`config.mk`:
```
export PLATFORM = sky130hd
export DESIGN_NAME = bbox_top
export DESIGN_NICKNAME = d
export VERILOG_FILES = /design/src/bbox_pkg.sv /design/src/bbox_extent.sv /design/src/bbox_clip.sv /design/src/bbox_top.sv
export VERILOG_INCLUDE_DIRS = /design/src /design/src/src
export SDC_FILE = /design/constraint.sdc
export NUM_CORES = 1
export LEC_CHECK = 0
export BUFFER_PORTS_ARGS = -buffer_cell sky130_fd_sc_hd__buf_4
export CAP_MARGIN = 20
export CORE_MARGIN = 4
export CORE_UTILIZATION = 42
export CTS_CLUSTER_SIZE = 10
export DETAILED_ROUTE_END_ITERATION = 16
export HOLD_SLACK_MARGIN = 0.03
export PLACE_DENSITY_LB_ADDON = 0.12
export SYNTH_ARGS = -nofsm -noshare
export SYNTH_HDL_FRONTEND = slang
export SYNTH_SLANG_ARGS = --single-unit
```
`constraint.sdc`:
```
create_clock -name clk -period 8.8 [get_ports clk]
set_input_delay 0 -clock clk [delete_from_list [all_inputs] [get_ports clk]]
set_output_delay 0 -clock clk [all_outputs]
set_load 0.02 [all_outputs]
```
`src/bbox_consts.svh`:
```
/*
 * bounding-box stage constants
 * coordinate format, triangle shape and one-hot MSAA codes
 */
`ifndef BBOX_CONSTS_SVH
`define BBOX_CONSTS_SVH

// width of every signed fixed-point coordinate word
`define BBOX_SIGFIG 24
// fraction bits at the bottom of each coordinate
`define BBOX_RADIX 10

// vertices per triangle
`define BBOX_VERTS 3
// axes per vertex, x y z
`define BBOX_AXIS 3

// one-hot sample rate codes, msb is 1x
`define BBOX_MSAA_1X 4'b1000
`define BBOX_MSAA_4X 4'b0100
// quarter-pixel grid
`define BBOX_MSAA_16X 4'b0010
// eighth-pixel grid
`define BBOX_MSAA_64X 4'b0001

`endif

```
`src/bbox_pkg.sv`:
```
/*
 * bounding-box stage types
 * coordinates, vertices, triangles, boxes and the items that
 * travel down the two-stage pipeline
 */
`include "bbox_consts.svh"

package bbox_pkg;

    // signed fixed point, integer part above the radix
    typedef logic signed [`BBOX_SIGFIG-1:0] coord_t;

    // one vertex, z rides along untouched
    typedef struct packed {
        coord_t x;
        coord_t y;
        coord_t z;
    } vertex_t;

    // index 0 is the first vertex
    typedef vertex_t [`BBOX_VERTS-1:0] tri_t;

    // screen-space point, also used for the screen size
    typedef struct packed {
        coord_t x;
        coord_t y;
    } point_t;

    // lower-left and upper-right corners
    typedef struct packed {
        point_t ll;
        point_t ur;
    } box_t;

    // one-hot sample rate, see the BBOX_MSAA codes
    typedef logic [3:0] msaa_t;

    // pipeline input, valid low means bubble
    typedef struct packed {
        logic valid;
        tri_t triangle;
    } tri_item_t;

    // stage 1 and stage 2 output
    typedef struct packed {
        logic valid;
        tri_t triangle;
        box_t box;
    } box_item_t;

endpackage

```
`src/bbox_extent.sv`:
```
/*
 * bounding-box extent, pipeline stage 1
 * min/max search over the vertices, then floor of both corners
 * to the sample grid picked by the one-hot MSAA code
 */
`timescale 1ns/1ps
`include "bbox_consts.svh"

module bbox_extent (
    input  logic                clk,
    input  logic                arst_n,
    input  logic                advance,
    input  bbox_pkg::tri_item_t in_item,
    input  bbox_pkg::msaa_t     msaa,
    output bbox_pkg::box_item_t ext_item
);

    // box straight from the vertex extremes
    bbox_pkg::box_t raw_box;
    // same box snapped down onto the sample grid
    bbox_pkg::box_t grid_box;

    // fraction bits that survive the floor
    logic [`BBOX_RADIX-1:0] frac_mask;
    // full-word mask, integer part always kept
    logic [`BBOX_SIGFIG-1:0] grid_mask;

    // clear every fraction bit below the grid
    // two's complement, so this floors toward minus infinity
    function automatic bbox_pkg::coord_t floor_grid(
        input bbox_pkg::coord_t        c,
        input logic [`BBOX_SIGFIG-1:0] m
    );
        return c & m;
    endfunction

    // min/max search
    // start from vertex 0, let the others pull each edge outward
    always_comb begin : extent_search
        raw_box.ll.x = in_item.triangle[0].x;
        raw_box.ll.y = in_item.triangle[0].y;
        raw_box.ur.x = in_item.triangle[0].x;
        raw_box.ur.y = in_item.triangle[0].y;
        for (int v = 1; v < `BBOX_VERTS; v++) begin
            // left edge
            if (in_item.triangle[v].x < raw_box.ll.x) begin
                raw_box.ll.x = in_item.triangle[v].x;
            end
            // bottom edge
            if (in_item.triangle[v].y < raw_box.ll.y) begin
                raw_box.ll.y = in_item.triangle[v].y;
            end
            // right edge
            if (in_item.triangle[v].x > raw_box.ur.x) begin
                raw_box.ur.x = in_item.triangle[v].x;
            end
            // top edge
            if (in_item.triangle[v].y > raw_box.ur.y) begin
                raw_box.ur.y = in_item.triangle[v].y;
            end
        end
    end

    // sample grid select
    // 1x keeps no fraction bits, 64x keeps the top three
    always_comb begin : grid_select
        frac_mask = '0;
        case (msaa)
            `BBOX_MSAA_1X: begin
                // whole pixels only
                frac_mask = '0;
            end
            `BBOX_MSAA_4X: begin
                // half pixel
                frac_mask[`BBOX_RADIX-1] = 1'b1;
            end
            `BBOX_MSAA_16X: begin
                // quarter pixel
                frac_mask[`BBOX_RADIX-1 -: 2] = 2'b11;
            end
            `BBOX_MSAA_64X: begin
                // eighth pixel
                frac_mask[`BBOX_RADIX-1 -: 3] = 3'b111;
            end
            default: begin
                // unknown code falls back to 1x
                frac_mask = '0;
            end
        endcase
    end

    assign grid_mask = {{(`BBOX_SIGFIG-`BBOX_RADIX){1'b1}}, frac_mask};

    // both corners floor, the clip stage rounds nothing
    assign grid_box.ll.x = floor_grid(raw_box.ll.x, grid_mask);
    assign grid_box.ll.y = floor_grid(raw_box.ll.y, grid_mask);
    assign grid_box.ur.x = floor_grid(raw_box.ur.x, grid_mask);
    assign grid_box.ur.y = floor_grid(raw_box.ur.y, grid_mask);

    // stage 1 register
    // loads only while advance is high, otherwise holds for downstream
    always_ff @(posedge clk or negedge arst_n) begin
        if (!arst_n) begin
            ext_item <= '0;
        end else if (advance) begin
            ext_item.valid    <= in_item.valid;
            // triangle travels with its box
            ext_item.triangle <= in_item.triangle;
            ext_item.box      <= grid_box;
        end
    end

endmodule

```
`src/bbox_clip.sv`:
```
/*
 * bounding-box clip, pipeline stage 2
 * clamps the floored box to the screen and drops triangles
 * whose clamped box is empty, i.e. wholly off screen
 */
`timescale 1ns/1ps

module bbox_clip (
    input  logic                clk,
    input  logic                arst_n,
    input  logic                advance,
    input  bbox_pkg::box_item_t ext_item,
    input  bbox_pkg::point_t    screen,
    output bbox_pkg::box_item_t out_item
);

    // box after clamping to 0..screen
    bbox_pkg::box_t clip_box;

    // per-axis non-empty flags after the clamp
    logic x_ok;
    logic y_ok;
    // valid bit headed into stage 2
    logic clip_valid;

    // lower bound of the screen is the origin
    function automatic bbox_pkg::coord_t clamp_lo(input bbox_pkg::coord_t c);
        if (c < 0) begin
            return '0;
        end
        return c;
    endfunction

    // upper bound is the screen size on that axis
    function automatic bbox_pkg::coord_t clamp_hi(
        input bbox_pkg::coord_t c,
        input bbox_pkg::coord_t limit
    );
        if (c > limit) begin
            return limit;
        end
        return c;
    endfunction

    // screen clamp
    // x and y handled independently, both corners every cycle
    always_comb begin : screen_clamp
        clip_box.ll.x = clamp_lo(ext_item.box.ll.x);
        clip_box.ll.y = clamp_lo(ext_item.box.ll.y);
        clip_box.ur.x = clamp_hi(ext_item.box.ur.x, screen.x);
        clip_box.ur.y = clamp_hi(ext_item.box.ur.y, screen.y);
    end

    // empty-box rejection
    // a box left of the screen ends with ur below the clamped ll of 0,
    // a box right of it keeps ll above the clamped ur of screen
    assign x_ok = (clip_box.ll.x <= clip_box.ur.x);
    assign y_ok = (clip_box.ll.y <= clip_box.ur.y);

    // bubbles stay bubbles, off-screen triangles become bubbles
    assign clip_valid = ext_item.valid && x_ok && y_ok;

    // stage 2 register
    // same load/hold rule as stage 1
    always_ff @(posedge clk or negedge arst_n) begin
        if (!arst_n) begin
            out_item <= '0;
        end else if (advance) begin
            out_item.valid    <= clip_valid;
            out_item.triangle <= ext_item.triangle;
            // rejected items still carry their clamped box
            out_item.box      <= clip_box;
        end
    end

endmodule

```
`src/bbox_top.sv`:
```
/*
 * bounding-box stage top level
 * triangle in, clamped sample-grid box out, two advancing cycles later
 */
`timescale 1ns/1ps

module bbox_top (
    input  logic                clk,
    input  logic                arst_n,
    // global enable, low holds every stage
    input  logic                advance,
    input  bbox_pkg::tri_item_t in_item,
    // configuration, steady while items are in flight
    input  bbox_pkg::msaa_t     msaa,
    input  bbox_pkg::point_t    screen,
    output bbox_pkg::box_item_t out_item
);

    // stage 1 result, floored but not yet clamped
    bbox_pkg::box_item_t ext_item;

    // stage 1
    // extent search and grid floor
    bbox_extent extent0 (
        .clk      (clk),
        .arst_n   (arst_n),
        .advance  (advance),
        .in_item  (in_item),
        .msaa     (msaa),
        .ext_item (ext_item)
    );

    // stage 2
    // screen clamp and off-screen rejection
    bbox_clip clip0 (
        .clk      (clk),
        .arst_n   (arst_n),
        .advance  (advance),
        .ext_item (ext_item),
        .screen   (screen),
        .out_item (out_item)
    );

endmodule

```
# Word level (Yosys, flattened, before mapping)
# Cells that the tools add are included.
[totals] regBits=626 word_cells=76 mem_bits_rw=0 mem_bits_ro=0 output_inout_bits=313 latch_bits=0 n_memories=0
[op_classes] n_bitwise=4 mux=23 reduce_logical=4 n_shift=0 n_div=0 multipliers=0 addsub=0 magnitude_cmp=14 n_eq_ne=3
[ops] operator="24-bit two-way mux" count=16
[ops] operator="24-bit greater-than comparator" count=6
[ops] operator="24-bit bitwise AND" count=4
[ops] operator="24-bit less-than comparator" count=4
[ops] operator="24-bit <= comparator" count=2
[ops] operator="24-bit by 1-bit less-than comparator with 1-bit output (second input constant)" count=2
[ops] operator="1-bit two-way mux" count=7
[ops] operator="4-bit by 1-bit == test with 1-bit output (second input constant)" count=1
[ops] operator="4-bit by 2-bit == test with 1-bit output (second input constant)" count=1
[ops] operator="4-bit by 3-bit == test with 1-bit output (second input constant)" count=1
[ops] operator="3-bit OR reduction" count=1
[ops] operator="1-bit logical AND" count=2
[ops] operator="2-bit OR reduction" count=1

# Longest topological paths before layout
# Gate-level depths: netlist of run 1.
[logic_depth] word_depth=6 depth_mapped=24 mapped_depth_nobuf=20

# Hierarchy
# A second synthesis of run 1 with hierarchy kept.
[hier_totals] hier_cells=2498 area_unflattened_um2=30340.3
[by_module_without_submodules] module="bbox_extent" seq_area_each_um2=7131.8 instances=1 area_each_um2=15904.0 cells_each=1385
[by_module_without_submodules] module="bbox_clip" seq_area_each_um2=7782.5 instances=1 area_each_um2=14436.3 cells_each=1113

# Worst setup path after synthesis of run 1
# OpenSTA, ideal clock, no wires.
[synth_path] kind="reg-to-reg" startpoint="register extent0.ext_item[23] (netlist name)" endpoint="register clip0.out_item[312] (netlist name)" t_required_ns=8.690 setup_time_ns=0.110 t_arrival_ns=4.044 synth_period_minus_slack_ns=4.154 setup_slack_ns=4.646 n_path_buf=1 stages_incl_launch_ff=20 cell_sequence="dfrtp_1 -> ha_1 -> nand3_1 -> or3_1 -> nor3_1 -> a21oi_1 -> o311a_1 -> mux2i_1 -> nor2_1 -> buf_4 -> mux2i_1 -> ha_1 -> and4_1 -> a21oi_1 -> nand2_1 -> a221o_1 -> o221ai_1 -> nand2_1 -> o211a_1 -> o41ai_1"
[synth_between] elab_chain_len=5
[synth_lines] item="24-bit greater-than comparator" line="bbox_clip.sv:39" source="if (c > limit) begin"
[synth_lines] item="1-bit two-way mux" line="bbox_clip.sv:39"
[synth_lines] item="24-bit two-way mux *" line="bbox_clip.sv:42" source="return c;"
[synth_lines] item="24-bit <= comparator *" line="bbox_clip.sv:58" source="assign y_ok = (clip_box.ll.y <= clip_box.ur.y);"
[synth_lines] item="1-bit logical AND *" line="bbox_clip.sv:61" source="assign clip_valid = ext_item.valid && x_ok && y_ok;"
# Every way passes the cells marked *; elsewhere a longest branch is shown, timed or not.
# A chain may end at the register's enable or synchronous reset.

# Worst setup path in the final report of run 1
[layout_path] startpoint="input in_item[71] in the netlist's numbering" endpoint="register extent0.ext_item[32] (netlist name)"
[layout_between] elab_chain_len=5
[layout_lines] item="start, declared" line="bbox_top.sv:12" source="input bbox_pkg::tri_item_t in_item,"
[layout_lines] item="24-bit greater-than comparator" line="bbox_extent.sv:54" source="if (in_item.triangle[v].x > raw_box.ur.x) begin"
[layout_lines] item="24-bit two-way mux *" line="bbox_extent.sv:54"
[layout_lines] item="24-bit greater-than comparator" line="bbox_extent.sv:54"
[layout_lines] item="24-bit two-way mux *" line="bbox_extent.sv:54"
[layout_lines] item="24-bit bitwise AND *" line="bbox_extent.sv:34" source="return c & m;"
# Marks and branches as above.

==> impl_results.md, run 1 <==
- Status: finished, final reports clean
- Clock Latency Late Sink: 600 ps
- Area Growth Syn to Fin: 35.0%
- Count of final setup violators: 0
- HP Class: in -> async
- Endpoints failing hold: 0
- Crit path capture type: flop
- Gate Count Post-Synth: 2358
- Placed Area: 33900 um^2
- Tightest Pin Transition: 1090 ps
- Final Wtd Congestion: 0.923
- VDD IR max: 155 uV
- Number of global-route vias before repair: 23600
- DIE HEIGHT: 270 um
- Crit-path slowest cell: o21ai_4
- Top FF cell, synth: dfrtp_1
- CTS root buffer: clkbuf_16
- Global route overflow: 0
- Dpl hpwl: 65900 um
- # H-tree levels: 3
- Setup Skew: 23.0 ps
- Period utilization: 0.673
- FMAX: 169 MHz
- Total CTS buffers: 71
- Max stage delay on crit path: 880 ps
- WS Path Type: in -> reg
- Initial Util: 0.427
- Layout Utilization: 0.576
- Critical-path cell list: dlygate4sd3_1, buf_4, inv_1, ha_1, nand4_2, nor3_1, a221oi_1, nor3b_4, a21boi_2, o21ai_4, mux2i_1, ha_1, nand4_1, nor4_1, nand4_1, o221ai_1, mux2i_2, buf_4, mux2_2, o2bb2ai_2
- I/O Buffers: 568
- Avg WL per Cell: 21.5 um
- Average cell area after synthesis: 12.2 um^2
- Max Cap Viol: 0
- Cell area after layout: 38900 um^2
- RSZ-0062 raised after global routing: no
- Seq cells post-synth: 582
- TNS Setup: 0 ps
- Row count: 95
- Fin nets: 3686
- Share of cells above drive strength 1: 0.357
- Yosys warns: 0
- Fin Hold WS: 77.8 ps
- Drt pass-1 iters: 8
- Crit path launch: in_item[71]
- DRC viols: 0
- Initial antenna violation count: 7
- Largest net degree at the start of global routing: 168
- Sequential area share after synthesis: 0.505
- Max_slew headroom: 0.276
- Worst r2r path cells: 19
- Reg-to-reg setup timing slack: 2970 ps
- CP Max Fanout: 25
- Die area: 72900 um^2
- Worst path required time: 9320 ps
- Routed Antenna Nets: 0
- Netlist cell types: 72
- Maximum clock path buffer count: 3
- Tot GR Track Use: 0.238
- First-pass GRT wire length: 138000 um
- Pwr Density: 222 nW/um^2
- Clk sinks: 582
- Crit path time final: 5920 ps
- I/O pin count: 585
- Core footprint: 67600 um^2
- Post-CTS Resized: 0
- WL final: 88600 um
- Total power: 8640 uW
- Die Span X: 270 um
- Startpoint Class: input port
- Worst reg2reg path startpoint: extent0.ext_item[23]
- Final Max Tran Viols: 0
- Async SR Flop Fraction: 1.00
- Via Count: 22000
- Vias per cell: 5.35
- P_leak: 0.0185 uW
- Detailed Route Iter0 Violations: 1203
- CTS tree: built
- CP arrival: 6450 ps
- Reg clk slew, reported paths: 60 ps
- Mapped Area: 28800 um^2
- Post-synth EDFFs: 0
## logic make-up after synthesis
| group | count (synthesis) | synth area share |
|---|---|---|
| flops | 582 | 0.505 |
| mux | 548 | 0.209 |
| simple gates | 429 | 0.0756 |
| compound gates | 348 | 0.0838 |
| buf+inv | 240 | 0.0354 |
| fa+ha+maj | 208 | 0.0902 |
| xor+xnor | 2 | 0.000607 |
| other cells | 1 | 0.000130 |
## critical path: cells and delay by family
kind | cells | cell delay, ps
AO/OA/AOI/OAI | 5 | 1770
adder cells (fa/ha/maj) | 2 | 810
buffers and inverters | 4 | 1080
multiplexers | 3 | 1310
AND/OR/NAND/NOR | 6 | 1460
## synthesized netlist by cell type (all sizes together), types with 2 or more instances
cell     number  share of area
a21oi       118          0.022
nor3         47         0.0082
and2         28         0.0061
nand2        89          0.012
nor2        112          0.015
a221o        32          0.011
nand3        28         0.0049
a221oi        2        0.00061
and3          7         0.0015
o31ai        18         0.0049
dfrtp       582           0.50
inv         119          0.015
o2111ai       2        0.00061
or2           4        0.00087
a211oi        5         0.0013
nand2b        4        0.00087
o221ai       16         0.0049
xor2          2        0.00061
a21o         52          0.014
a31o          2        0.00061
nor4          5         0.0020
o2bb2ai      15         0.0050
and4          5         0.0015
nor2b        49          0.011
a31oi         3        0.00065
mux2        446           0.17
or4           3        0.00078
or3           2        0.00043
nor3b         2        0.00091
o211ai       10         0.0026
o21ai        53          0.010
nand4        40         0.0089
ha          208          0.090
clkbuf       84          0.011
buf          37         0.0090
and3b         2        0.00074
a21boi        4         0.0013
o21a          2        0.00052
mux2i       102          0.035
o22ai         3        0.00087
## layout make-up
cell class              instances  area [um^2]
diodes                          7         17.5
flip-flops and latches        582        14600
clock buffers                  85         1890
clock inverters                12          148
well taps                     873         1090
repair buffers                881         7440
fillers                      5529        28700
multi-input cells            1551        13300
inverters                     119          449
## cell usage in the layout, fill, tap and decap left out, types with 32 or more instances in the layout
cell / Yosys / routed
buf_4: 19 / 578
nand4_1: 39 / 39
inv_1: 118 / 118
mux2_2: 446 / 446
a21o_1: 52 / 52
mux2i_1: 102 / 101
dlygate4sd3_1: 0 / 296
nor2b_1: 49 / 49
clkbuf_16: 0 / 72
dfrtp_1: 582 / 582
a221o_1: 32 / 32
ha_1: 208 / 208
o21ai_0: 51 / 51
a21oi_1: 108 / 108
nand2_1: 89 / 89
nor2_1: 110 / 109
nor3_1: 47 / 47
## power by group
| group | switching, uW | leakage (uW) | internal [uW] | total [uW] |
|---|---|---|---|---|
| clock network | 1100 | 0.000996 | 1540 | 2640 |
| logic | 1400 | 0.0106 | 1190 | 2590 |
| registers | 302 | 0.00695 | 3100 | 3400 |
## layer usage
metal	global-route usage	wire, um	vias to the layer above
met1	0.311	37700	11000
met2	0.393	42100	703
met5	0	0	-
met3	0.0628	6900	110
met4	0.0649	1950	0
li1	-	-	10200
## state kept, by name (all words and copies together) (netlist names)
signal            flops
clip0.out_item      297
extent0.ext_item    285
## per-stage QoR
step	setup slack, ps	std cells
final	2880	4110
after global routing	2390	4110
after CTS	2980	4101
after detailed placement	2890	3708
after global placement	3100	3708
after floorplan	4650	2373
## worst paths after layout
path,end
max in group asynchronous,extent0.ext_item[141]
setup reg to reg,clip0.out_item[312]
hold reg to reg,extent0.ext_item[302]
setup / recovery,extent0.ext_item[32]
min in group clk,extent0.ext_item[245]
hold / removal,clip0.out_item[35]
## what timing repair did
action,CTS,global route
buffers inserted,0,0
hold endpoints to repair,466,0
hold buffers,296,0
No activity file was read; power rests on OpenSTA's default activity.
==> run 2: changes to the inputs <==
--- a/config.mk
+++ b/config.mk
@@ -6,6 +6,7 @@
 export SDC_FILE = /design/constraint.sdc
 export NUM_CORES = 1
 export LEC_CHECK = 0
+export ABC_AREA = 1
 export BUFFER_PORTS_ARGS = -buffer_cell sky130_fd_sc_hd__buf_4
 export CAP_MARGIN = 20
 export CORE_MARGIN = 4
==> constraint.sdc (replaced) <==
create_clock -name clk -period 5.8 [get_ports clk]
set_input_delay 0 -clock clk [delete_from_list [all_inputs] [get_ports clk]]
set_output_delay 0 -clock clk [all_outputs]
set_load 0.02 [all_outputs]
==> impl_results.md, run 2 <==
- TNS Setup: 0 ps (unchanged)
- P_leak: 0.0205 uW (was 0.0185 uW)
- Final Max Tran Viols: 0 (unchanged)
- Startpoint Class: input port (unchanged)
- Most common cell in the netlist: nand2_1 (was dfrtp_1)
- Area leader, netlist: dfrtp_1 (unchanged)
- Initial antenna violation count: 14 (was 7)
- CTS root buffer: clkbuf_16 (unchanged)
- VDD IR max: 230 uV (was 155 uV)
- Maximum clock path buffer count: 3 (unchanged)
- Fin Hold WS: 64.0 ps (was 77.8 ps)
- Setup Skew: 15.7 ps (was 23.0 ps)
- Cell mode on critical path: nand2_1
- Total CTS buffers: 71 (unchanged)
- DRC viols: 0 (unchanged)
- Detailed Route Iter0 Violations: 1982 (was 1203)
- Cell family with most CP delay: buffers and inverters (was compound AO/OA/AOI/OAI gates)
- Row count: 96 (was 95)
- Core footprint: 68700 um^2 (was 67600 um^2)
- Yosys top cell area share: 0.499 (was 0.505)
- Sequential area share after synthesis: 0.499 (was 0.505)
- HP Class: in -> async (unchanged)
- Share of cells above drive strength 1: 0.162 (was 0.357)
- Crit path capture type: flop (unchanged)
- Tot GR Track Use: 0.258 (was 0.238)
- Top reg by flops: clip0.out_item (unchanged)
- First-pass GRT wire length: 151000 um (was 138000 um)
- Largest net degree at the start of global routing: 240 (was 168)
- Most common cell after layout, fill and taps aside: nand2_1 (was dfrtp_1)
- Drt pass-1 iters: 6 (was 8)
- Commonest cells in the netlist: 1147 x nand2_1, 582 x dfrtp_1, 504 x o21ai_0 (was 582 x dfrtp_1, 446 x mux2_2, 208 x ha_1)
- Async SR Flop Fraction: 1.00 (unchanged)
- Routed Antenna Nets: 0 (unchanged)
- Post-synthesis compound-gate area fraction: 0.130 (was 0.0838)
- Dpl hpwl: 69400 um (was 65900 um)
- Top FF cell, synth: dfrtp_1 (unchanged)
- Worst path required time: 6230 ps (was 9320 ps)
- WL final: 96100 um (was 88600 um)
- CP arrival: 5340 ps (was 6450 ps)
- Crit path time final: 4910 ps
- Count of final setup violators: 0 (unchanged)
- CP Max Fanout: 32 (was 25)
- I/O pin count: 585 (unchanged)
- Simple-gate share of the synthesized area: 0.202 (was 0.0756)
- Largest family of logic cells by synthesized area: simple AND/OR/NAND/NOR gates (was multiplexers)
- Yosys warns: 0 (unchanged)
- Status: finished, final reports clean (unchanged)
- Period utilization: 0.846
- Mux cell area share after synthesis: 0 (was 0.209)
- Pwr Density: 337 nW/um^2 (was 222 nW/um^2)
- Clock Latency Late Sink: 600 ps (about the same)
- Mapped Area: 29200 um^2 (was 28800 um^2)
- Top area cells in the synthesized netlist: dfrtp_1 50%, nand2_1 15%, ha_1 8.9% (was dfrtp_1 50%, mux2_2 17%, ha_1 9.0%)
- Die area: 73700 um^2 (was 72900 um^2)
- Initial Util: 0.424 (was 0.427)
- Gate Count Post-Synth: 3533 (was 2358)
- I/O Buffers: 568 (unchanged)
- RSZ-0062 raised after global routing: no (unchanged)
- Post-Synth Adder-Cell Area: 0.0892 (was 0.0902)
- Number of global-route vias before repair: 26500 (was 23600)
- Clk sinks: 582 (unchanged)
- Netlist cell types: 44 (was 72)
- Biggest regs: clip0.out_item: 297 flops, extent0.ext_item: 285 flops (unchanged)
- Setup bufs post-CTS: 0 (unchanged)
- Fill cells: 6335 (was 5529)
- Fin nets: 4850 (was 3686)
- Tightest Pin Transition: 1090 ps (about the same)
- Post-CTS Resized: 0 (unchanged)
- FMAX: 204 MHz
- Seq cells post-synth: 582 (unchanged)
- Area Growth Syn to Fin: 36.0% (was 35.0%)
- Global route overflow: 0 (unchanged)
- Die Span X: 272 um (was 270 um)
- Max stage delay on crit path: 560 ps (was 880 ps)
- Total power: 13400 uW (was 8640 uW)
- WS Path Type: in -> reg (unchanged)
- Via Count: 26200 (was 22000)
- Reg clk slew, reported paths: 50 ps (was 60 ps)
- Buf+Inv Stages, Crit Path: 8 (was 4)
- Final Wtd Congestion: 0.897 (was 0.923)
- DIE HEIGHT: 272 um (was 270 um)
- Xor and xnor fraction of the mapped netlist area: 0.000901 (was 0.000607)
- Max FFs per register: 297 (unchanged)
- Average cell area after synthesis: 8.25 um^2 (was 12.2 um^2)
- Endpoints failing hold: 0 (unchanged)
- # H-tree levels: 3 (unchanged)
- Vias per cell: 4.91 (was 5.35)
- Most frequent cells in the layout: 1147 x nand2_1, 582 x dfrtp_1, 579 x buf_4, 504 x o21ai_0, 393 x inv_1 (was 582 x dfrtp_1, 578 x buf_4, 446 x mux2_2, 296 x dlygate4sd3_1, 208 x ha_1)
- Max_slew headroom: 0.272 (was 0.276)
- Post-synth EDFFs: 0 (unchanged)
- Crit-path slowest cell: dlygate4sd3_1 (was o21ai_4)
- Max Cap Viol: 0 (unchanged)
- Avg WL per Cell: 18.0 um (was 21.5 um)
- CTS tree: built (unchanged)
## run 2: per-stage QoR
| step | utilization | cell area, um^2 | setup slack, ps | instances |
|---|---|---|---|---|
| floorplan | - | 29200 | 2170 | 3548 |
| global placement | 0.496 | 34100 | 1140 | 4878 |
| detailed placement | 0.496 | 34100 | 1100 | 4878 |
| CTS | 0.577 | 39600 | 956 | 5323 |
| global route | 0.577 | 39700 | 312 | 5331 |
| finish | 0.577 | 39700 | 894 | 5334 |
## run 2: worst paths after layout
check / start / endpoint / slack (ps) / cells after the start
max reg2reg: extent0.ext_item[47] / clip0.out_item[312] / 1220 / 23
min in group clk: in_item[16] / extent0.ext_item[112] / 150 / 4
max: in_item[71] / extent0.ext_item[33] / 890 / 29
min: arst_n / clip0.out_item[60] / 60 / 2
min reg2reg: clip0.out_item[302] / clip0.out_item[302] / 470 / 2
max in group asynchronous: arst_n / clip0.out_item[234] / 4200 / 3
## run 2: cell families after synthesis
group | after synthesis
buffers and inverters | 582
flip-flops | 582
other | 1
adder cells (fa/ha/maj) | 208
XOR/XNOR | 3
AND/OR/NAND/NOR | 1446
AO/OA/AOI/OAI | 711
## run 2: routing by layer
layer	up-vias	wire length, um	track usage
met5	-	34	0
met4	6	2190	0.0698
met3	128	8560	0.0819
met2	780	42300	0.397
met1	12200	43000	0.354
li1	13000	-	-
## run 2: power by group
part	total [uW]	switching, uW	leakage, uW	internal [uW]
Sequential	5050	369	0.00719	4680
Clock	4090	1690	0.00101	2400
Combinational	4240	2640	0.0123	1600
Total	13400	4700	0.0205	8680
## run 2: area by class of cell
| cell class | count | area (um^2) | share of cell area |
|---|---|---|---|
| clock inverter | 12 | 191 | 0.00483 |
| tap | 931 | 1160 | 0.0294 |
| timing repair buffer | 937 | 8000 | 0.202 |
| clock buffer | 83 | 1860 | 0.0469 |
| multi-input combinational | 2384 | 12400 | 0.312 |
| sequential | 582 | 14600 | 0.367 |
| inverter | 394 | 1490 | 0.0375 |
| antenna | 11 | 27.5 | 0.000694 |
## run 2: timing repair
action | in CTS | in global routing
hold buffers | 350 | 0
endpoints found under the setup margin | 0 | 0
endpoints found under the hold margin | 440 | 0
